File: src/hdl/conv_pkg.sv
package conv_pkg;

	// bus data word of the external memory
	localparam int WORD_W = 16;

	// taps of a 3x3 kernel, k = ky*3 + kx
	localparam int KERNEL_TAPS = 9;

	typedef logic [WORD_W-1:0] word_t;

	// image pixels are unsigned, coefficients signed
	typedef logic [7:0] pixel_t;
	typedef logic signed [7:0] weight_t;
	typedef logic signed [15:0] bias_t;

	// result wraps on overflow
	typedef logic signed [15:0] acc_t;

	// row or column index
	typedef logic [7:0] pos_t;

endpackage

File: src/hdl/mem_map_pkg.sv
package mem_map_pkg;

	typedef logic [7:0] addr_t;

	// weight for channel ch, tap k at WEIGHT_BASE + ch*9 + k
	localparam addr_t WEIGHT_BASE = 8'd0;

	// one bias word per channel
	localparam addr_t BIAS_BASE = 8'd64;

	// image stored row-major
	localparam addr_t PIXEL_BASE = 8'd128;

endpackage

File: src/hdl/mem_wb_if.sv
interface mem_wb_if;

	logic cyc;
	logic stb;
	mem_map_pkg::addr_t adr;
	conv_pkg::word_t dat;
	logic ack;

	// read-only bus, so dat only flows toward the master
	modport master (
		output cyc,
		output stb,
		output adr,
		input dat,
		input ack
	);

	modport slave (
		input cyc,
		input stb,
		input adr,
		output dat,
		output ack
	);

endinterface

File: src/hdl/mem_arbiter.sv
module mem_arbiter (
	input logic clk,
	input logic rst,
	mem_wb_if.slave weight_bus,
	mem_wb_if.slave bias_bus,
	mem_wb_if.slave pixel_bus,
	mem_wb_if.master mem_bus
);

	// one-hot grant, bit 0 weight, bit 1 bias, bit 2 pixel
	logic [2:0] grant;
	logic [2:0] grant_next;
	logic [2:0] req;
	logic [2:0] strobe;

	always_comb
	begin
		req = {pixel_bus.cyc, bias_bus.cyc, weight_bus.cyc};
		strobe = {pixel_bus.stb, bias_bus.stb, weight_bus.stb};
		if (|(grant & req))
			grant_next = grant;
		else if (req[0])
			grant_next = 3'b001;
		else if (req[1])
			grant_next = 3'b010;
		else if (req[2])
			grant_next = 3'b100;
		else
			grant_next = 3'b000;
	end

	always_ff @(posedge clk or posedge rst)
	begin
		if (rst)
			grant <= 3'b000;
		else
			grant <= grant_next;
	end

	assign mem_bus.cyc = |(grant & req);
	assign mem_bus.stb = |(grant & strobe);

	always_comb
	begin
		if (grant[0])
			mem_bus.adr = weight_bus.adr;
		else if (grant[1])
			mem_bus.adr = bias_bus.adr;
		else if (grant[2])
			mem_bus.adr = pixel_bus.adr;
		else
			mem_bus.adr = '0;
	end

	// return path only to the owner of the bus
	assign weight_bus.ack = grant[0] & mem_bus.ack;
	assign bias_bus.ack = grant[1] & mem_bus.ack;
	assign pixel_bus.ack = grant[2] & mem_bus.ack;
	assign weight_bus.dat = grant[0] ? mem_bus.dat : '0;
	assign bias_bus.dat = grant[1] ? mem_bus.dat : '0;
	assign pixel_bus.dat = grant[2] ? mem_bus.dat : '0;

endmodule

File: src/flat_wrapper.sv
// flat-port wrapper written by rule: the top's interface ports become plain ports
module mem_arbiter_flat 
  (clk, rst, weight_bus_cyc, weight_bus_stb, weight_bus_adr, weight_bus_dat, weight_bus_ack, bias_bus_cyc, bias_bus_stb, bias_bus_adr, bias_bus_dat, bias_bus_ack, pixel_bus_cyc, pixel_bus_stb, pixel_bus_adr, pixel_bus_dat, pixel_bus_ack, mem_bus_cyc, mem_bus_stb, mem_bus_adr, mem_bus_dat, mem_bus_ack);
  mem_wb_if weight_bus_i ();
  mem_wb_if bias_bus_i ();
  mem_wb_if pixel_bus_i ();
  mem_wb_if mem_bus_i ();
  input logic clk;
  input logic rst;
  input wire logic [$bits(weight_bus_i.cyc)-1:0] weight_bus_cyc;
  input wire logic [$bits(weight_bus_i.stb)-1:0] weight_bus_stb;
  input wire logic [$bits(weight_bus_i.adr)-1:0] weight_bus_adr;
  output wire logic [$bits(weight_bus_i.dat)-1:0] weight_bus_dat;
  output wire logic [$bits(weight_bus_i.ack)-1:0] weight_bus_ack;
  input wire logic [$bits(bias_bus_i.cyc)-1:0] bias_bus_cyc;
  input wire logic [$bits(bias_bus_i.stb)-1:0] bias_bus_stb;
  input wire logic [$bits(bias_bus_i.adr)-1:0] bias_bus_adr;
  output wire logic [$bits(bias_bus_i.dat)-1:0] bias_bus_dat;
  output wire logic [$bits(bias_bus_i.ack)-1:0] bias_bus_ack;
  input wire logic [$bits(pixel_bus_i.cyc)-1:0] pixel_bus_cyc;
  input wire logic [$bits(pixel_bus_i.stb)-1:0] pixel_bus_stb;
  input wire logic [$bits(pixel_bus_i.adr)-1:0] pixel_bus_adr;
  output wire logic [$bits(pixel_bus_i.dat)-1:0] pixel_bus_dat;
  output wire logic [$bits(pixel_bus_i.ack)-1:0] pixel_bus_ack;
  output wire logic [$bits(mem_bus_i.cyc)-1:0] mem_bus_cyc;
  output wire logic [$bits(mem_bus_i.stb)-1:0] mem_bus_stb;
  output wire logic [$bits(mem_bus_i.adr)-1:0] mem_bus_adr;
  input wire logic [$bits(mem_bus_i.dat)-1:0] mem_bus_dat;
  input wire logic [$bits(mem_bus_i.ack)-1:0] mem_bus_ack;
  assign weight_bus_i.cyc = weight_bus_cyc;
  assign weight_bus_i.stb = weight_bus_stb;
  assign weight_bus_i.adr = weight_bus_adr;
  assign weight_bus_dat = weight_bus_i.dat;
  assign weight_bus_ack = weight_bus_i.ack;
  assign bias_bus_i.cyc = bias_bus_cyc;
  assign bias_bus_i.stb = bias_bus_stb;
  assign bias_bus_i.adr = bias_bus_adr;
  assign bias_bus_dat = bias_bus_i.dat;
  assign bias_bus_ack = bias_bus_i.ack;
  assign pixel_bus_i.cyc = pixel_bus_cyc;
  assign pixel_bus_i.stb = pixel_bus_stb;
  assign pixel_bus_i.adr = pixel_bus_adr;
  assign pixel_bus_dat = pixel_bus_i.dat;
  assign pixel_bus_ack = pixel_bus_i.ack;
  assign mem_bus_cyc = mem_bus_i.cyc;
  assign mem_bus_stb = mem_bus_i.stb;
  assign mem_bus_adr = mem_bus_i.adr;
  assign mem_bus_i.dat = mem_bus_dat;
  assign mem_bus_i.ack = mem_bus_ack;
  mem_arbiter u_core (.clk(clk), .rst(rst), .weight_bus(weight_bus_i), .bias_bus(bias_bus_i), .pixel_bus(pixel_bus_i), .mem_bus(mem_bus_i));
endmodule
File: config.mk
export PLATFORM = sky130hd
export DESIGN_NAME = mem_arbiter_flat
export DESIGN_NICKNAME = d
export VERILOG_FILES = /design/src/hdl/conv_pkg.sv /design/src/hdl/mem_map_pkg.sv /design/src/hdl/mem_wb_if.sv /design/src/hdl/mem_arbiter.sv /design/src/flat_wrapper.sv
export SDC_FILE = /design/constraint.sdc
export NUM_CORES = 1
export LEC_CHECK = 0
export ABC_AREA = 1
export BUFFER_PORTS_ARGS = -buffer_cell sky130_fd_sc_hd__buf_2
export CAP_MARGIN = 20
export CORE_MARGIN = 1
export CORE_UTILIZATION = 30
export CTS_CLUSTER_SIZE = 25
export DETAILED_ROUTE_END_ITERATION = 16
export PLACE_DENSITY_LB_ADDON = 0.2
export SYNTH_ARGS = -nofsm -noshare
export SYNTH_HDL_FRONTEND = slang
export SYNTH_SLANG_ARGS = --single-unit
export TNS_END_PERCENT = 20
File: constraint.sdc
create_clock -name clk -period 1.35 [get_ports clk]
set_input_delay 0.3375 -clock clk [delete_from_list [all_inputs] [get_ports clk]]
set_output_delay 0.3375 -clock clk [all_outputs]
set_load 0.01 [all_outputs]
-- Word-level counts from Yosys, hierarchy flattened
Cells that the tools add are included.
Widths: inputs -> output; s select.
- input port bits: 49
- flip-flop bits (word level): 3
- memory bits (writable): 0
- output and inout bits: 61
- word-level logic and storage cells: 17
- memory bits (read-only): 0
- memories: 0
- latch bits: 0
- bitwise gates (word level): 5
- eq/ne operators: 0
- mux-type cells: 9
- shifts and indexed selects: 0
- multipliers: 0
- reduce and logical (&&, ||, !) cells: 2
- add/subtract/negate cells: 0
- div/mod/pow operators: 0
- order comparisons: 0
- operator list (kind ; number):
    $mux 16 ; 3
    $mux 8 ; 3
    $mux 3 ; 3
    $and 3x3->3 ; 2
    $reduce_or 3->1 ; 2
    $and 1x1->1 ; 3

-- Longest topological paths before layout
- depth after elaboration: 3
- depth in mapped cells: 6
- gate-level depth less buffers: 5

-- Worst setup path before layout
No wires, ideal clock.
- path type: flip-flop to output port
- from: register u_core.grant[1]
- to: output port mem_bus_adr[6]
- buffers on the path: 2
- data required time: 1013 ps
- stages on the path, launching flop included: 5
- path slack: 96 ps
- arrival: 917 ps
- cell sequence: dfrtp_1 > buf_4 > buf_6 > a21oi_1 > a21oi_1
- longest elaborated chain between the ends: 2
- RTL lines (what ; line ; source):
    from (decl) ; mem_arbiter.sv:11 ; logic [2:0] grant;
    from (signal assigned) ; mem_arbiter.sv:37 ; grant <= grant_next;
    $mux 8 ; mem_arbiter.sv:47 ; else if (grant[1])
    $mux 8 ; mem_arbiter.sv:45 ; if (grant[0])
    to (decl) ; flat_wrapper.sv:27 ; output wire logic [$bits(mem_bus_i.adr)-1:0] mem_bus_adr;
No other way between the ends.

-- Worst setup path in the final report
- from: register u_core.grant[1]
- to: output port mem_bus_adr[4]
The elaborated chain is that of the path after synthesis.

==> reports/summary.txt <==
Clock Path Buffers: 2
syn_nets: 222
CTS sink cnt: 3
Max stage delay on crit path: 0.43 ns
CP arrival: 1.24 ns
RSZ-0062 raised after global routing: true
Yosys cell types: 16
wire per inst: 9.811 um
period utilization: 1.167
multi-input logic area: 476.7 um2
Leak: 1.252 nW
setup tns final: -4.326 ns
Die W: 52.44 um
htree depth: 1
first-pass GRT wire length: 3981 um
most flop-heavy register: u_core.grant
Largest regs: u_core.grant x3
hpwl dp: 2268 um
Cell Rows: 17
Final Routed Wirelength: 3120 um
Sw Pwr: 872.2 uW
GR Overflow Total: 0
worst-path fanout max: 8
hold_sp: bias_bus_cyc
sequential share of power: 0.081
Vias: 1356
core area: 0.002297 mm2
Synth Instances: 173
PortBufs: 109
fin util: 0.7042
final hold violations: 0
Non-Filler Instances: 318
Combinational Power Share: 0.830
critical path launch point type: flip-flop
failing checks: setup timing
Clock Latency Late Sink: 0.23 ns
max-capacitance violation count: 0
clock network power share: 0.089
average size of a mapped cell: 4.412 um2
initial antenna violation count: 0
diodes inserted: 0
sequential-to-total area share from yosys stat: 0.09836
Yosys reg bits: 3
die area: 0.002750 mm2
TritonCTS Buffers: 3
drt pass-1 iters: 6
pwr dens: 1094 mW/mm2
Post-Syn Area: 763.2 um2
io pins: 110
fin. max-slew vios: 0
final-stage net count: 340
area delta synth->final: 112.0%
RR Startpoint: u_core.grant[2]
Tot Pwr: 1.769 mW
max reg flops: 3
largest net degree at the start of global routing: 19
clock skew: 0.0004637 ns
area taken by flip-flops and latches: 76.32 um2
Ys Warns: 0
Final setup viols: 48
Crit Path Class: reg -> out
Max VDD drop: 0.0006990 V
worst slew pin tran: 0.1882 ns
DRT iter0 DRCs: 19
share of layout cells above drive strength 1: 0.5655
Starting Density: 0.3322
Switching Share: 0.4929
number of routed nets with antenna violations: 0
CP Data Required Time: 1.01 ns
Max transition margin: 0.8742
CP Capture Type: output pin
Final WS setup: -0.2251 ns
vias in the first global route: 963
Cells after DPL: 313
Total GRT Usage: 0.1909
pre-CTS WS: -0.01840 ns
Reg clk slew, reported paths: 0.04 ns
post-layout min period: 1.575 ns
Int Power: 897.2 uW
Slowest cell on crit path: dfrtp_2
Vias/cell: 4.264
worst min path class: in -> reg
crit-path cells: nor2_4 -> nand2_1 -> a21oi_2 -> buf_2
TritonCTS clock tree: done
Synth area leader: nand2_1
Critical Path Start: u_core.grant[1]
top post-synthesis cells by area: nand2_1, inv_1, a21oi_1
fmax: 634.9 MHz
Clock Root Buffer: clkbuf_4
post-synth top area share: 0.3590
DRC viols: 0
GP Congestion: 0.7818
Die Y: 52.44 um
outcome: finished with violations
Fill cells: 202
[placed cells by master (no fill, tap or decap), types with 2 or more instances in the layout]
master    Yosys  routed
a21oi_1      16      13
a21oi_2       0       3
buf_2         5      91
buf_4         1       5
buf_6         1      22
clkbuf_4      0       3
dfrtp_1       3       2
inv_1        38      35
inv_2        19      22
nand2_1      73      60
nand2_2       0      13
nor2_1        9       9
[stage by stage]
step                      hold slack [ns]  area, um2
after floorplan                   0.09114      763.2
after global placement             0.2145       1391
after detailed placement           0.2156       1391
after CTS                          0.3528       1470
after global routing               0.3835       1618
final                              0.3653       1618
[power groups by stage]
stage          clock network, mW  registers (mW)  logic (mW)
3_3_place_gp                   0           0.134        1.28
5_1_grt                    0.171           0.147        1.62
6_report                   0.157           0.143        1.47
2_1_floorplan                  0           0.123       0.742
3_5_place_dp                   0           0.136        1.28
4_1_cts                    0.163           0.139        1.32
[synth_stat cells, drive strengths merged]
cell / instances
inv: 57
buf: 7
nand3: 2
clkbuf: 1
o21ai: 1
nand2: 73
a21oi: 16
dfrtp: 3
nand4: 1
nor2: 10
nor3b: 1
clkinv: 1
[final cells by class]
type,count,share of cell area
multi-input combinational,104,0.2947
timing repair buffer,121,0.4857
tap,28,0.02166
inverter,58,0.1346
clock buffer,4,0.01624
sequential,3,0.04718
[timing repair]
item	in CTS	in global routing
pin swaps	1	3
hold buffers	1	0
gates cloned	0	0
setup buffers	0	0
hold endpoints to repair	3	0
resized for setup	9	37
setup endpoints to repair	61	61
[layer usage]
layer	track usage	up-vias	wire length, um
met1	0.2079	593	1168
met5	0	-	0
li1	-	711	-
met3	0.02609	2	239
met4	0.07456	0	12
met2	0.3629	50	1699
[logic make-up after synthesis]
kind of cell,after synthesis,synth area share
buffers and inverters,66,0.3475
and+or+nand+nor,87,0.4426
DFF,3,0.09836
AOI/OAI and AO/OA,17,0.1115
[worst max-delay path, delay by kind of cell (launching register included)]
kind / cells / cell delay (ns)
simple gates: 2 / 0.30
flops: 1 / 0.43
buf+inv: 1 / 0.14
compound gates: 1 / 0.13
[final timing paths]
check,endpoint,slack [ns],cells past startpoint
worst max-delay path,mem_bus_adr[4],-0.23,4
worst min register to register,u_core.grant[2],0.68,3
max in group asynchronous,u_core.grant[1],0.68,3
worst max register to register,u_core.grant[1],0.25,6
worst min-delay path,u_core.grant[1],0.37,3
min in group asynchronous,u_core.grant[1],0.52,3
No activity file was read; power rests on OpenSTA's default activity.
