[config.mk]
export PLATFORM = sky130hd
export DESIGN_NAME = line_window
export DESIGN_NICKNAME = d
export VERILOG_FILES = /design/src/hdl/conv_pkg.sv /design/src/hdl/line_window.sv
export SDC_FILE = /design/constraint.sdc
export NUM_CORES = 1
export LEC_CHECK = 0
export BUFFER_PORTS_ARGS = -buffer_cell sky130_fd_sc_hd__buf_2
export CAP_MARGIN = 5
export CELL_PAD_IN_SITES_DETAIL_PLACEMENT = 1
export CELL_PAD_IN_SITES_GLOBAL_PLACEMENT = 1
export CORE_ASPECT_RATIO = 1.1
export CORE_MARGIN = 4
export CORE_UTILIZATION = 43
export DETAILED_ROUTE_END_ITERATION = 8
export GPL_ROUTABILITY_DRIVEN = 0
export GPL_TIMING_DRIVEN = 0
export PLACE_DENSITY = 0.78
export SLEW_MARGIN = 20
export SYNTH_ARGS = -nofsm -noshare
export SYNTH_HDL_FRONTEND = slang
export SYNTH_SLANG_ARGS = --single-unit
[constraint.sdc]
create_clock -name clk -period 1.8 [get_ports clk]
set_clock_uncertainty 0.2 [all_clocks]
set_input_delay 0.18 -clock clk [delete_from_list [all_inputs] [get_ports clk]]
set_output_delay 0.18 -clock clk [all_outputs]
set_load 0.1 [all_outputs]
[src/hdl/conv_pkg.sv]
package conv_pkg;

	// bus data word of the external memory
	localparam int WORD_W = 16;

	// taps of a 3x3 kernel, k = ky*3 + kx
	localparam int KERNEL_TAPS = 9;

	typedef logic [WORD_W-1:0] word_t;

	// image pixels are unsigned, coefficients signed
	typedef logic [7:0] pixel_t;
	typedef logic signed [7:0] weight_t;
	typedef logic signed [15:0] bias_t;

	// result wraps on overflow
	typedef logic signed [15:0] acc_t;

	// row or column index
	typedef logic [7:0] pos_t;

endpackage

[src/hdl/line_window.sv]
module line_window #(
	parameter int IMG_W = 8,
	parameter int IMG_H = 6
) (
	input logic clk,
	input logic rst,
	input logic pix_valid,
	input conv_pkg::pixel_t pix,
	output conv_pkg::pixel_t window [conv_pkg::KERNEL_TAPS],
	output logic win_valid,
	output conv_pkg::pos_t win_row,
	output conv_pkg::pos_t win_col,
	output logic win_last
);

	conv_pkg::pixel_t line1 [IMG_W];
	conv_pkg::pixel_t line2 [IMG_W];
	conv_pkg::pixel_t column [3];
	conv_pkg::pos_t row;
	conv_pkg::pos_t col;

	// new window column, top to bottom
	always_comb
	begin
		column[0] = line2[IMG_W - 1];
		column[1] = line1[IMG_W - 1];
		column[2] = pix;
	end

	// each buffer delays the stream by one image row
	always_ff @(posedge clk)
	begin
		if (pix_valid)
		begin
			line1[0] <= pix;
			line2[0] <= line1[IMG_W - 1];
			for (int i = 1; i < IMG_W; i++)
			begin
				line1[i] <= line1[i - 1];
				line2[i] <= line2[i - 1];
			end
		end
	end

	always_ff @(posedge clk)
	begin
		if (pix_valid)
		begin
			for (int ky = 0; ky < 3; ky++)
			begin
				window[ky * 3] <= window[ky * 3 + 1];
				window[ky * 3 + 1] <= window[ky * 3 + 2];
				window[ky * 3 + 2] <= column[ky];
			end
		end
	end

	// position of the incoming pixel
	always_ff @(posedge clk or posedge rst)
	begin
		if (rst)
		begin
			row <= '0;
			col <= '0;
		end
		else if (pix_valid)
		begin
			if (col == conv_pkg::pos_t'(IMG_W - 1))
			begin
				col <= '0;
				if (row == conv_pkg::pos_t'(IMG_H - 1))
					row <= '0;
				else
					row <= row + 1'b1;
			end
			else
				col <= col + 1'b1;
		end
	end

	always_ff @(posedge clk or posedge rst)
	begin
		if (rst)
		begin
			win_valid <= 1'b0;
			win_last <= 1'b0;
		end
		else
		begin
			win_valid <= pix_valid && (row >= 2) && (col >= 2);
			win_last <= pix_valid && (row == conv_pkg::pos_t'(IMG_H - 1))
				&& (col == conv_pkg::pos_t'(IMG_W - 1));
		end
	end

	always_ff @(posedge clk)
	begin
		if (pix_valid)
		begin
			win_row <= row - 2'd2;
			win_col <= col - 2'd2;
		end
	end

endmodule

# Yosys cells after proc, flatten, opt, wreduce, memory -nomap -nowiden
# Memory sizes are Yosys's and may differ from the RTL's. A register that Yosys moved wholly into a read port is not among the register bits.
# Index checks and enable logic that the tools add are counted.
dict set report op_classes {
  add_sub_neg 4
  n_lt_le_gt_ge 2
  eq_ne 2
  muxes 4
  n_reduce_logical 5
}
# operator n
set ops {}
lappend ops {{8-bit by 1-bit adder with 8-bit output (second input constant)} 2}
lappend ops {{8-bit by 3-bit == test with 1-bit output (second input constant)} 2}
lappend ops {{8-bit by 2-bit >= comparator with 1-bit output (second input constant)} 2}
lappend ops {{8-bit two-way mux} 2}
lappend ops {{8-bit by 2-bit subtractor with 8-bit output (second input constant)} 2}
lappend ops {{1-bit logical AND} 4}
lappend ops {{1-bit two-way mux} 2}
lappend ops {{2-bit AND reduction} 1}
dict set report word_totals {
  regBits 98
  ramBits 128
  inputBits 11
  output_inout_bits 90
  elab_cells 33
  memories 2
}
# name depth word_bits read_ports rd_ports_with_merged_regs wr line_no
set memory_table {}
lappend memory_table {line1 8 8 8 0 8 line_window.sv:16} ;# conv_pkg::pixel_t line1 [IMG_W];
lappend memory_table {line2 8 8 8 1 8 line_window.sv:17} ;# conv_pkg::pixel_t line2 [IMG_W];

# Longest topological paths before layout
dict set report depth {
  word_depth 3
  mapped_depth 6
  mapped_depth_nobuf 5
}

# Worst setup path after synthesis
# No wires, ideal clock.
dict set report synth_path {
  kind {register -> register}
  from {reg col[5]}
  to {reg row[7]}
  setup_ns 0.079
  t_arrival_ns 1.535
  t_required_ns 1.521
  path_slack_ns -0.014
  stages_incl_launch_ff 5
  n_path_buf 1
  synth_period_minus_slack_ns 1.814
  cell_sequence {dfrtp_1 or4_4 buf_6 nor4_4 xor2_1}
}
dict set report synth_between {
  elab_chain_cells 2
}
# item line_no
set synth_rtl {}
lappend synth_rtl {{start, declared} line_window.sv:20} ;# conv_pkg::pos_t col;
lappend synth_rtl {{start signal, assigned} line_window.sv:77} ;# col <= col + 1'b1;
lappend synth_rtl {{8-bit by 3-bit == test with 1-bit output} line_window.sv:68} ;# if (col == conv_pkg::pos_t'(IMG_W - 1))
lappend synth_rtl {{2-bit AND reduction (no line)} -}
lappend synth_rtl {{end signal, assigned} line_window.sv:74} ;# row <= row + 1'b1;
lappend synth_rtl {{end, declared} line_window.sv:19} ;# conv_pkg::pos_t row;
# No other way between the ends.
# A chain may end at the register's enable or synchronous reset.

# Final worst setup path
dict set report layout_path {
  from {reg col[6]}
  to {reg win_last}
}
dict set report layout_between {
  elab_chain_cells 2
}
# item line_no
set layout_rtl {}
lappend layout_rtl {{8-bit by 3-bit == test with 1-bit output} line_window.sv:92} ;# && (col == conv_pkg::pos_t'(IMG_W - 1));
lappend layout_rtl {{1-bit logical AND} line_window.sv:92}
lappend layout_rtl {{end signal, assigned} line_window.sv:91} ;# win_last <= pix_valid && (row == conv_pkg::pos_t'(IMG_H - 1))
lappend layout_rtl {{end, declared} line_window.sv:13} ;# output logic win_last
# No other way between the ends.

==> impl_metrics.env <==
export IMPL_outcome="complete, but fails checks"
export IMPL_failed_checks="negative setup slack"
export IMPL_timing_final_ws_setup_ps=-127
export IMPL_ys_warnings_count=0
export IMPL_core_rowCount=46
export IMPL_dr_pass1_iters=4
export IMPL_post_route_cells_drive_above_1_share_pct=43.8
export IMPL_setup_violations_final=9
export IMPL_grt_util_all_layers_pct=14.5
export IMPL_initialDrtViolationCount=271
export IMPL_critPathRequiredTime_ps=1940
export IMPL_hold_depth=1
export IMPL_tritoncts_num_buffers=17
export IMPL_antenna_cell_count=0
export IMPL_power_clock_fraction_pct=29.7
export IMPL_clkSlewWorstSetupHoldPaths_ps=70
export IMPL_unrepaired_setup_endpoints_after_global_routing="yes"
export IMPL_grt_max_degree=113
export IMPL_finalNetCount=479
export IMPL_syn_instance_count=319
export IMPL_slew_viol_final=0
export IMPL_die_area_um2=16900
export IMPL_timing_critical_path_cells="or4_4 > buf_4 > or2_4 > nor3_2"
export IMPL_synth_net_count=339
export IMPL_hpwl_detailed_um=6650
export IMPL_worstReg2RegStart="col[6]"
export IMPL_syn_avg_cell_area_um2=20.1
export IMPL_routed_via_density=4.75
export IMPL_regToRegSetupSlack_ps=-130
export IMPL_antenna_left=0
export IMPL_layout_core_utilization_pct=56.5
export IMPL_place_port_buffers=100
export IMPL_tightest_slew_ps=787
export IMPL_combinationalPowerShare_pct=26.9
export IMPL_routed_wire_length_per_instance_um=17.9
export IMPL_timing_critical_path_slowest_cell_delay_ps=600
export IMPL_worstReg2RegEnd="win_last"
export IMPL_placeableCoreArea_um2=14500
export IMPL_power_sequential_fraction_pct=43.5
export IMPL_initial_utilization_pct=44.2
export IMPL_period_share_pct=107
export IMPL_chipWidth_um=124
export IMPL_synth_cell_area_um2=6410
export IMPL_die_y_um=136
export IMPL_crit_path_start="col[6]"
export IMPL_crit_end_category="register"
export IMPL_vias=3142
export IMPL_fmaxAchievable_mhz=519
export IMPL_clockRootBuffer="sky130_fd_sc_hd__clkbuf_16"
export IMPL_grt_pass1_wl_um=18800
export IMPL_place_inst=612
export IMPL_worstPathArrival_ps=2070
export IMPL_maxCapViolations=0
export IMPL_clock_latency_ps=420
export IMPL_dp_slack_ps=-441
export IMPL_layout_cells_non_filler=662
export IMPL_path_max_fanout=5
export IMPL_antenna_violations_before_repair=0
export IMPL_cts_tree="yes"
export IMPL_hold_start="pix_valid"
export IMPL_routed_wirelength_um=11900
export IMPL_vdd_ir_drop_worst_mv=0.745
export IMPL_switching_share_pct=33.3
export IMPL_clock_path_buffers=2
export IMPL_grt_remaining_overflow=0
export IMPL_num_io_pins=101
export IMPL_hold_class="input port to register"
export IMPL_timing_worst_setup_path_type="register to register"
export IMPL_synth_yosys_seq_area_share_pct=85.7
export IMPL_timing_critical_path_slowest_stage_cell="sky130_fd_sc_hd__or4_4"
export IMPL_p_switching_mw=4.23
export IMPL_total_power_mw=12.7
export IMPL_ff2ff_path_depth=4
export IMPL_clock_tree_sinks=186
export IMPL_leakagePower_nw=3.21
export IMPL_htree_num_levels=4
export IMPL_timing_final_crit_period_ps=1930
export IMPL_synthDistinctLibCells=33
export IMPL_timing_setup_tns_ps=-473
export IMPL_synth_seq_cells=186
export IMPL_min_to="win_row[1]"
export IMPL_area_growth_pct=27.8
export IMPL_maxSlewHeadroom_pct=47.5
export IMPL_number_of_global_route_vias_before_repair=3418
export IMPL_internal_power_mw=8.47
export IMPL_powerDensity_nw_per_um2=1550
export IMPL_critical_path_startpoint_category="register"
export IMPL_drt_drc_violations_left=0
export IMPL_finalHoldViolations=0
cells by family after synthesis:
logic type / count (synthesis) / share of synthesized area (%)
flip-flops: 186 / 85.7
buffers and inverters: 46 / 4.35
AND/OR/NAND/NOR: 44 / 4.10
XOR/XNOR: 18 / 2.46
AO/OA/AOI/OAI: 15 / 1.48
adder cells (fa/ha/maj): 9 / 1.76
multiplexers: 1 / 0.156
synth_stat cells:
master,number,area [um^2]
sky130_fd_sc_hd__a21oi_1,2,10.0
sky130_fd_sc_hd__nand3_1,3,15.0
sky130_fd_sc_hd__or4_1,4,30.0
sky130_fd_sc_hd__o31ai_1,4,30.0
sky130_fd_sc_hd__and3_2,1,7.51
sky130_fd_sc_hd__a2bb2oi_1,1,8.76
sky130_fd_sc_hd__inv_1,12,45.0
sky130_fd_sc_hd__nand3b_1,1,7.51
sky130_fd_sc_hd__edfxtp_1,168,5040
sky130_fd_sc_hd__ha_1,9,113
sky130_fd_sc_hd__or4_4,1,11.3
sky130_fd_sc_hd__o21bai_1,1,7.51
sky130_fd_sc_hd__or2_2,1,6.26
sky130_fd_sc_hd__xor2_1,8,70.1
sky130_fd_sc_hd__nand4b_1,1,8.76
sky130_fd_sc_hd__mux2i_1,1,10.0
sky130_fd_sc_hd__xnor2_1,10,87.6
sky130_fd_sc_hd__buf_4,24,180
sky130_fd_sc_hd__o21ai_0,6,30.0
sky130_fd_sc_hd__or3_1,2,12.5
sky130_fd_sc_hd__buf_2,1,5.00
sky130_fd_sc_hd__nor2_1,9,33.8
sky130_fd_sc_hd__and3_1,1,6.26
sky130_fd_sc_hd__nand2_1,7,26.3
sky130_fd_sc_hd__nor4_1,3,18.8
sky130_fd_sc_hd__buf_6,2,22.5
sky130_fd_sc_hd__clkbuf_1,7,26.3
sky130_fd_sc_hd__o41ai_1,1,8.76
sky130_fd_sc_hd__dfrtp_1,18,450
sky130_fd_sc_hd__nor3_1,4,20.0
sky130_fd_sc_hd__nor4_4,1,21.3
sky130_fd_sc_hd__nand4_1,4,25.0
sky130_fd_sc_hd__nor4_2,1,12.5
cells in the final DEF (no fill, tap or decap), types with 2 or more instances in the layout:
cell type and count:
sky130_fd_sc_hd__edfxtp_1 168, sky130_fd_sc_hd__buf_2 99, sky130_fd_sc_hd__buf_4 40, sky130_fd_sc_hd__clkbuf_16 18
sky130_fd_sc_hd__inv_1 11, sky130_fd_sc_hd__xnor2_1 10, sky130_fd_sc_hd__dfrtp_2 9, sky130_fd_sc_hd__dfrtp_1 9
sky130_fd_sc_hd__dlygate4sd3_1 9, sky130_fd_sc_hd__xor2_1 8, sky130_fd_sc_hd__nand2_1 7, sky130_fd_sc_hd__ha_1 7
sky130_fd_sc_hd__nand4_1 4, sky130_fd_sc_hd__nor2_2 4, sky130_fd_sc_hd__nor2_1 4, sky130_fd_sc_hd__bufinv_16 4
sky130_fd_sc_hd__nand3_1 3, sky130_fd_sc_hd__or4_4 3, sky130_fd_sc_hd__o21ai_0 3, sky130_fd_sc_hd__nor4_4 3
sky130_fd_sc_hd__clkbuf_1 3, sky130_fd_sc_hd__clkinv_1 3, sky130_fd_sc_hd__buf_6 2, sky130_fd_sc_hd__o21ai_1 2
sky130_fd_sc_hd__nor3_4 2, sky130_fd_sc_hd__nor3_2 2, sky130_fd_sc_hd__o31ai_4 2, sky130_fd_sc_hd__o31ai_1 2
sky130_fd_sc_hd__or4_1 2, sky130_fd_sc_hd__a21oi_1 2, sky130_fd_sc_hd__ha_4 2, sky130_fd_sc_hd__clkinvlp_4 2
per-stage QoR:
step | hold WS [ps] | area [um^2]
after floorplan | -81.4 | 6410
after global placement | 142 | 7150
after global routing | 13.8 | 8190
after CTS | -11.1 | 8020
final | 16.2 | 8190
after detailed placement | 138 | 7190
worst max path at each step:
stage	endpoint	slack [ps]	cells past startpoint
floorplan	row[7]	-10	4
global placement	row[7]	-2540	6
detailed placement	row[7]	-440	6
CTS	row[7]	-160	5
global route	row[5]	-180	5
finish	win_last	-130	4
power groups by stage:
stage / clock network [mW] / registers (mW) / logic [mW]
global placement: 0 / 5.55 / 2.74
floorplan: 0 / 6.80 / 1.02
CTS: 3.86 / 5.54 / 3.05
global route: 4.07 / 5.58 / 3.59
detailed placement: 0 / 5.57 / 2.81
finish: 3.76 / 5.52 / 3.41
layout make-up:
cell class | count | area (um^2)
clock buffers | 20 | 437
plain buffers | 28 | 233
repair buffers | 127 | 777
multi-input cells | 87 | 803
fillers | 1347 | 6310
inverters | 12 | 45.0
clock inverters | 10 | 151
well taps | 192 | 240
flip-flops and latches | 186 | 5510
worst max-delay path, delay by kind of cell, from the launching register on:
kind,cells,cell delay (ps)
buffers and inverters,1,180
DFF,1,410
and+or+nand+nor,3,1050
registers in the layout (all words and copies together), names as in the netlist:
signal,cells
win_col,8
line1,43
win_row,8
win_last,1
win_valid,1
row,8
window,53
col,8
line2,56
repair_timing:
item,CTS,global route
setup buffers,8,8
hold endpoints to repair,59,0
cloned,0,1
setup endpoints to repair,16,17
pin swaps,1,12
hold buffers,9,0
resized for setup,27,30
routing by layer:
metal  vias up  global-route usage, %  share of wire, %
met5         -                      0                 0
met2        90                   24.0                52
li1       1448                      -                 -
met3        15                   5.82               6.6
met4         0                   5.85               1.5
met1      1589                   16.9                39
No activity file was read; power rests on OpenSTA's default activity.
