File: src/hdl/conv_pkg.sv
package conv_pkg;

	// bus data word of the external memory
	localparam int WORD_W = 16;

	// taps of a 3x3 kernel, k = ky*3 + kx
	localparam int KERNEL_TAPS = 9;

	typedef logic [WORD_W-1:0] word_t;

	// image pixels are unsigned, coefficients signed
	typedef logic [7:0] pixel_t;
	typedef logic signed [7:0] weight_t;
	typedef logic signed [15:0] bias_t;

	// result wraps on overflow
	typedef logic signed [15:0] acc_t;

	// row or column index
	typedef logic [7:0] pos_t;

endpackage

File: src/hdl/mem_map_pkg.sv
package mem_map_pkg;

	typedef logic [7:0] addr_t;

	// weight for channel ch, tap k at WEIGHT_BASE + ch*9 + k
	localparam addr_t WEIGHT_BASE = 8'd0;

	// one bias word per channel
	localparam addr_t BIAS_BASE = 8'd64;

	// image stored row-major
	localparam addr_t PIXEL_BASE = 8'd128;

endpackage

File: src/hdl/mem_wb_if.sv
interface mem_wb_if;

	logic cyc;
	logic stb;
	mem_map_pkg::addr_t adr;
	conv_pkg::word_t dat;
	logic ack;

	// read-only bus, so dat only flows toward the master
	modport master (
		output cyc,
		output stb,
		output adr,
		input dat,
		input ack
	);

	modport slave (
		input cyc,
		input stb,
		input adr,
		output dat,
		output ack
	);

endinterface

File: src/hdl/pixel_fetcher.sv
module pixel_fetcher #(
	parameter int IMG_W = 8,
	parameter int IMG_H = 6
) (
	input logic clk,
	input logic rst,
	input logic start,
	input logic coefs_ready,
	mem_wb_if.master bus,
	output logic pix_valid,
	output conv_pkg::pixel_t pix
);

	localparam mem_map_pkg::addr_t LAST_IDX = mem_map_pkg::addr_t'(IMG_W * IMG_H - 1);

	typedef enum logic [1:0] {
		IDLE,
		ARMED,
		FETCH
	} state_t;

	state_t state;
	mem_map_pkg::addr_t idx;

	assign bus.cyc = (state == FETCH);
	assign bus.stb = (state == FETCH);
	assign bus.adr = mem_map_pkg::PIXEL_BASE + idx;

	// pixel goes out in the ack cycle itself
	assign pix_valid = (state == FETCH) && bus.ack;
	assign pix = bus.dat[$bits(conv_pkg::pixel_t) - 1:0];

	always_ff @(posedge clk or posedge rst)
	begin
		if (rst)
		begin
			state <= IDLE;
			idx <= '0;
		end
		else
		begin
			case (state)
				IDLE:
				begin
					if (start)
						state <= ARMED;
				end
				ARMED:
				begin
					idx <= '0;
					if (coefs_ready)
						state <= FETCH;
				end
				FETCH:
				begin
					if (bus.ack)
					begin
						if (idx == LAST_IDX)
							state <= IDLE;
						else
							idx <= idx + 1'b1;
					end
				end
				default:
					state <= IDLE;
			endcase
		end
	end

endmodule

File: src/flat_wrapper.sv
// flat-port wrapper written by rule: the top's interface ports become plain ports
module pixel_fetcher_flat 
#(
	parameter int IMG_W = 8,
	parameter int IMG_H = 6
)
  (clk, rst, start, coefs_ready, pix_valid, pix, bus_cyc, bus_stb, bus_adr, bus_dat, bus_ack);
  mem_wb_if bus_i ();
  input logic clk;
  input logic rst;
  input logic start;
  input logic coefs_ready;
  output logic pix_valid;
  output conv_pkg::pixel_t pix;
  output wire logic [$bits(bus_i.cyc)-1:0] bus_cyc;
  output wire logic [$bits(bus_i.stb)-1:0] bus_stb;
  output wire logic [$bits(bus_i.adr)-1:0] bus_adr;
  input wire logic [$bits(bus_i.dat)-1:0] bus_dat;
  input wire logic [$bits(bus_i.ack)-1:0] bus_ack;
  assign bus_cyc = bus_i.cyc;
  assign bus_stb = bus_i.stb;
  assign bus_adr = bus_i.adr;
  assign bus_i.dat = bus_dat;
  assign bus_i.ack = bus_ack;
  pixel_fetcher #(.IMG_W(IMG_W), .IMG_H(IMG_H)) u_core (.clk(clk), .rst(rst), .start(start), .coefs_ready(coefs_ready), .bus(bus_i), .pix_valid(pix_valid), .pix(pix));
endmodule
File: config.mk
export PLATFORM = sky130hd
export DESIGN_NAME = pixel_fetcher_flat
export DESIGN_NICKNAME = d
export VERILOG_FILES = /design/src/hdl/conv_pkg.sv /design/src/hdl/mem_map_pkg.sv /design/src/hdl/mem_wb_if.sv /design/src/hdl/pixel_fetcher.sv /design/src/flat_wrapper.sv
export SDC_FILE = /design/constraint.sdc
export NUM_CORES = 1
export LEC_CHECK = 0
export ABC_AREA = 1
export BUFFER_PORTS_ARGS = -buffer_cell sky130_fd_sc_hd__buf_2
export CAP_MARGIN = 30
export CORE_MARGIN = 4
export CORE_UTILIZATION = 31
export CTS_CLUSTER_DIAMETER = 30
export DETAILED_ROUTE_END_ITERATION = 8
export PLACE_DENSITY = 0.65
export SYNTH_ARGS = -nofsm -noshare
export SYNTH_HDL_FRONTEND = slang
export SYNTH_SLANG_ARGS = --single-unit
File: constraint.sdc
create_clock -name clk -period 1.4 [get_ports clk]
set_input_delay 0.28 -clock clk [delete_from_list [all_inputs] [get_ports clk]]
set_output_delay 0.28 -clock clk [all_outputs]
set_load 0.03 [all_outputs]
# After elaboration in Yosys (flattened, before gate mapping)
# Cells that the tools add are included.
# classes
n_addsub	2
multipliers	0
div_mod_pow	0
magnitude_cmp	0
eq_ne	8
shifts	0
mux	8
bitwise_logic	0
reduce_logical	5
# ops
cell	count
$mux 8	2
$pmux 8 s2	1
$add 8x1->8 const B	1
$add 8x8->8 const A	1
$eq 8x6->1 const B	1
$mux 2	4
$ne 2x2->1 const B	3
$pmux 2 s3	1
$ne 2x1->1 const B	2
$reduce_and 4->1	1
$reduce_and 3->1	1
$eq 2x1->1 const B	1
$eq 2x2->1 const B	1
$logic_not 2->1	1
$reduce_bool 2->1	1
$logic_and 1x1->1	1
# totals
reg_bits	10
latchBits	0
ram_bits	0
rom_bits	0
inputBits	21
memories	0

# Longest topological paths before layout
# Gate-level depths: netlist (run 1).
# logic_depth
depth_word	4
depth_mapped	8

# Least setup slack after synthesis (run 1)
# No wires, ideal clock.
# synth_path
path_kind	reg-to-output
from	reg u_core.state[0]
to	out bus_stb
arrival_time_ns	0.990
required_ns	1.120
setup_slack_ns	0.130
stages_incl_launch_ff	5
n_path_buf	1
path_cell_list	dfrtp_1 > inv_2 > nand2_4 > inv_1 > buf_4
# synth_between
elab_chain_len	1
# synth_lines
item	line_no	rtl
from (decl)	pixel_fetcher.sv:22	state_t state;
from (signal assigned)	pixel_fetcher.sv:37	state <= IDLE;
from (signal assigned)	pixel_fetcher.sv:46	state <= ARMED;
from (signal assigned)	pixel_fetcher.sv:52	state <= FETCH;
$eq 2x2->1	n/a	
to (decl)	flat_wrapper.sv:16	output wire logic [$bits(bus_i.stb)-1:0] bus_stb;
# Every way passes these cells.

# Worst setup path after layout (run 1)
# layout_path
from	reg u_core.state[0]
to	out pix_valid
# layout_between
elab_chain_len	2
# layout_lines
item	line_no	rtl
$eq 2x2->1	pixel_fetcher.sv:30	assign pix_valid = (state == FETCH) && bus.ack;
$logic_and 1x1->1	pixel_fetcher.sv:30	
to (decl)	flat_wrapper.sv:13	output logic pix_valid;
# Every way passes these cells.

==> impl_metrics.yaml, run 1 <==
run_status:
  status: "complete, no violations"
synthesis:
  synth_area_um2: 778.2
  ys_seq_elements: 10
  synth.area.top_cells: "dfrtp_1 (32%), buf_4 (15%), nand2_1 (11%), nand3_1 (6.4%), inv_1 (3.9%)"
  synth-edff-count: 0
  synth_cell_types: 23
  syn_avg_cell_area_um2: 7.861
  post-synth-top-area-cell: "dfrtp_1"
  synth_top_area_share_pct: 32.15
  ys_async_sr_fraction_pct: 100.0
  yosys_warnings: 0
  synth_most_common_cell: "nand2_1"
  synthesis.nets: 121
  ys.flop_type: "dfrtp_1"
  netlist_instances: 99
  synthTopCellsByCount: "nand2_1 (22), buf_4 (16), dfrtp_1 (10), nand3_1 (10)"
  ys_seq_area_share_pct: 32.15
cts:
  h-tree-depth: 1
  cts_buffers: 3
  clock-sinks: 10
  path_clk_slew_ns: 0.06
  clk_latency_ns: 0.27
  cts-root-buf: "clkbuf_4"
  cts_tree: "yes"
  clockBufferDepth: 2
worst_hold_path:
  hold_path_class: "primary input to flop"
die:
  fp.dieW_um: 58.11
  die_h_um: 58.11
  ios: 40
  row_count: 17
  start_util_pct: 33.88
  core_mm2: 0.002297
  die_area_mm2: 0.003376
setup_path:
  end_kind: "output port"
  criticalPathCategory: "flop to output port"
  worst-path-max-fanout: 5
  required_ns: 1.12
  critPathLaunchType: "flop"
  crit_arrival_ns: 1.06
run:
  drv_cap: 0
timing:
  maxSlewHeadroom_pct: 73.32
  rsz0062_at_grt: "no"
  setup_violations: 0
  worst_pin_slew_ns: 0.3998
  finalHoldViolCount: 0
  totalNegativeSetupSlack_ns: 0
  slew_viol_final: 0
  fin_crit_sh_pct: 95.43
  finClkSkew_ns: 0.002280
  fin_crit_ns: 1.336
  max_freq_ghz: 0.7485
  setup_slack_ns: 0.06394
routing:
  drc: 0
  wl_per_cell_um: 11.25
  ant_nets: 0
  vias: 637
  via_per_inst: 4.684
  wirelength_um: 1530
  drtPass1Iterations: 4
  drtIter0Drc: 21
pwr:
  cellPowerDensity_mw_per_mm2: 1407
  power.leakage_uw: 0.0004570
  ir_drop_v: 0.0006688
final_layout:
  fin_util_pct: 37.42
  final_cells: 136
  fin_nets: 132
  drive_gt1_share_pct: 37.04
  antenna_cells: 0
  area_growth_syn_to_layout_pct: 10.45
  fillers: 253
global_routing:
  grt_pass1_wl_um: 2739
  antenna_found_initial: 0
  grt-ovfl-total: 0
  grt_max_degree: 11
  grt_usage_pct: 10.65
  grt_pass1_vias: 608
placed_design:
  post-place-ws_ns: 0.08913
  gp_congestion: 0.7143
  io_buffers: 15
  place_inst: 129
  dp_hpwl_um: 1190
-- path summary, 6_finish.rpt --
path | slack [ns] | endpoint | from | cells after the start
max | 0.06 | pix_valid | u_core.state[0] | 4
min reg2reg | 0.60 | u_core.idx[2] | u_core.idx[2] | 2
min | 0.22 | u_core.state[0] | coefs_ready | 2
max reg2reg | 0.11 | u_core.idx[4] | u_core.idx[0] | 8
max in group asynchronous | 0.59 | u_core.state[1] | rst | 3
min in group asynchronous | 0.53 | u_core.idx[1] | rst | 3
-- routing by layer --
layer  part of all wire (%)  global-route usage [%]
met1                     43                   12.89
met2                     45                   16.13
met3                    9.0                   3.341
met4                    2.7                   6.954
met5                      0                       0
-- logic make-up after synthesis --
family | synth area share (%)
flops | 32.15
buf+inv | 21.22
xor+xnor | 2.251
fa+ha+maj | 1.607
compound gates | 2.894
simple gates | 39.87
-- placed cells by master, fill, tap and decap left out, types with 3 or more instances in the layout --
cell,n
nand2_1,22
buf_2,12
nand3_1,10
dfrtp_1,10
nor2_1,8
buf_4,8
inv_1,7
inv_2,5
clkbuf_4,3
-- final cells by class --
| type | count | area [um2] | area share [%] |
|---|---|---|---|
| Clock buffer | 3 | 22.52 | 2.620 |
| Timing Repair Buffer | 22 | 141.4 | 16.45 |
| Sequential cell | 10 | 250.2 | 29.11 |
| Inverter | 12 | 45.04 | 5.240 |
| Tap cell | 28 | 35.03 | 4.076 |
| Multi-Input combinational cell | 61 | 365.4 | 42.50 |
-- worst max-delay path, stage by stage (launching register included) --
cell     delay, ns
dfrtp_1       0.39
inv_2         0.07
nand2_4       0.08
nor2_8        0.12
buf_6         0.13
-- report_power, final --
| group | internal, uW | leakage, uW | switching, uW |
|---|---|---|---|
| registers | 339 | 0.000136 | 37.5 |
| clock network | 99.6 | 0.0000138 | 103 |
| logic | 235 | 0.000307 | 396 |
| total | 673 | 0.000457 | 536 |
-- what timing repair did --
item,CTS,global route
pin swaps,1,0
hold buffers,1,0
hold endpoints to repair,10,0
setup buffers,2,1
resized for setup,3,3
setup endpoints to repair,3,5
-- state kept, by name (all words and copies together) (netlist names) --
name / count
u_core.idx: 8
u_core.state: 2
-- per-stage QoR --
step | instance area, um2 | total power [uW] | hold slack, ns
finish | 859.6 | 1209 | 0.2156
global placement | 790.8 | 922.5 | 0.2765
detailed placement | 790.8 | 936.3 | 0.2895
CTS | 845.8 | 1203 | 0.2064
floorplan | 778.2 | 870.8 | 0.1202
global route | 859.6 | 1301 | 0.2402
Power figures use the tool's default switching activity.
==> run 2: changes to the inputs <==
==> constraint.sdc (replaced) <==
create_clock -name clk -period 1.7 [get_ports clk]
set_input_delay 0.34 -clock clk [delete_from_list [all_inputs] [get_ports clk]]
set_output_delay 0.34 -clock clk [all_outputs]
set_load 0.03 [all_outputs]
==> run 2 against run 1 <==
  * Die area unchanged
  * Setup slack improved by 0.036 ns
  * Combinational power decreased by 36%
  * Utilization decreased by 3.0 points
  * Critical path depth unchanged
  * Register-to-register slack improved by 0.19 ns
  * Cell count decreased by 5.1%
  * Critical endpoint unchanged
  * Largest power group unchanged
  * Highest routed layer unchanged
==> impl_metrics.yaml, run 2 (synthesis gave the netlist of run 1 again) <==
die:
  fp.dieW_um: 58.11
  die_area_mm2: 0.003376
  core_mm2: 0.002297
  die_h_um: 58.11
  start_util_pct: 33.88
  row_count: 17
  ios: 40
final_layout:
  fin_nets: 125
  top_regs: "u_core.idx (8), u_core.state (2)"
  final_cells: 129
  final_common_cell: "nand2_1"
  drive_gt1_share_pct: 31.68
  largest_register_ffs: 8
  largest-register: "u_core.idx"
  mostFrequentLayoutCells: "nand2_1 (22), buf_2 (15), nand3_1 (10), dfrtp_1 (10)"
  antenna_cells: 0
  area_growth_syn_to_layout_pct: 1.608
placed_design:
  dp_hpwl_um: 1186
  place_inst: 126
  post-place-ws_ns: 0.3054
  gp_congestion: 0.7069
  io_buffers: 15
timing:
  fin_crit_ns: 1.601
  finalHoldViolCount: 0
  maxSlewHeadroom_pct: 72.53
  rsz0062_at_grt: "no"
  setup_slack_ns: 0.09947
  max_freq_ghz: 0.6248
  setup_violations: 0
  finClkSkew_ns: 0.001721
  worst_pin_slew_ns: 0.4115
  totalNegativeSetupSlack_ns: 0
  slew_viol_final: 0
  fin_crit_sh_pct: 94.15
setup_path:
  critPathLaunchType: "flop"
  crit_arrival_ns: 1.26
  criticalPathCategory: "flop to output port"
  worst-path-max-fanout: 7
  end_kind: "output port"
  required_ns: 1.36
routing:
  vias: 585
  wirelength_um: 1499
  via_per_inst: 4.535
  drtPass1Iterations: 4
  drtIter0Drc: 9
  drc: 0
  wl_met3_um: 105
  ant_nets: 0
  m1WireLength_um: 688
  routed.top_layer: "met4"
  wl_per_cell_um: 11.62
  dr_wl_met2_um: 698
cts:
  cts_tree: "yes"
  cts-root-buf: "clkbuf_4"
  h-tree-depth: 1
  cts_buffers: 3
  ctsResizeCount: 0
  clock-sinks: 10
  clk_latency_ns: 0.26
  clockBufferDepth: 2
  path_clk_slew_ns: 0.06
  cts_setup_buffers: 0
  cts_hold_repair.buffers: 0
global_routing:
  grt_pass1_vias: 567
  grt_pass1_wl_um: 2428
  grt-ovfl-total: 0
  grt_max_degree: 11
  antenna_found_initial: 0
  grt_usage_pct: 9.362
pwr:
  ir_drop_v: 0.0006065
  cellPowerDensity_mw_per_mm2: 1131
  power.leakage_uw: 0.0004259
run:
  drv_cap: 0
run_status:
  status: "complete, no violations"
worst_hold_path:
  hold_path_class: "primary input to async pin"
-- run 2: cell count changes in the layout (fill, tap and decap cells not counted), sizes merged --
| cell | previous run | this run |
|---|---|---|
| dlygate4sd3 | 1 | 0 |
| buf | 21 | 15 |
-- run 2: path summary, 6_finish.rpt --
path / slack (ns) / depth (start not counted) / start / to
worst max register to register: 0.30 / 8 / u_core.idx[0] / u_core.idx[2]
min in group clk: 0.30 / 2 / coefs_ready / u_core.state[0]
worst min-delay path: 0.05 / 2 / rst / u_core.idx[3]
max in group asynchronous: 1.36 / 2 / rst / u_core.idx[6]
worst max-delay path: 0.1 / 4 / u_core.state[0] / pix_valid
worst min register to register: 0.56 / 2 / u_core.idx[1] / u_core.idx[1]
-- run 2: power by group --
| group | internal [uW] | switching (uW) |
|---|---|---|
| clock network | 81.8 | 79.6 |
| logic | 114 | 288 |
| registers | 279 | 51.8 |
-- run 2: through the flow --
step                power [uW]  utilization, %  hold slack (ns)  area (um2)
floorplan                717.1               -           0.1802       778.2
global placement         734.6           33.44           0.3408       768.2
detailed placement       744.7           33.44           0.3562       768.2
CTS                      906.5           34.42          0.06834       790.8
global route             954.7           34.42          0.08150       790.8
finish                   894.1           34.42          0.05287       790.8
-- run 2: area by class of cell --
cell class,instances,area (um2)
repair buffers,15,75.07
fillers,251,1506
well taps,28,35.03
multi-input cells,61,362.8
flip-flops and latches,10,250.2
clock buffers,3,22.52
inverters,12,45.04
-- run 2: per-layer routing --
layer | vias to the layer above | global-route usage [%]
li1 | 301 | -
met1 | 265 | 11.01
met2 | 17 | 15.00
met3 | 2 | 4.677
met4 | 0 | 2.649
met5 | - | 0
-- run 2: worst max-delay path, cell delays in order, from the launching register on --
cell and delay (ns):
dfrtp_1 0.43, inv_2 0.09, nand2_4 0.09, nor2_8 0.17, buf_2 0.23
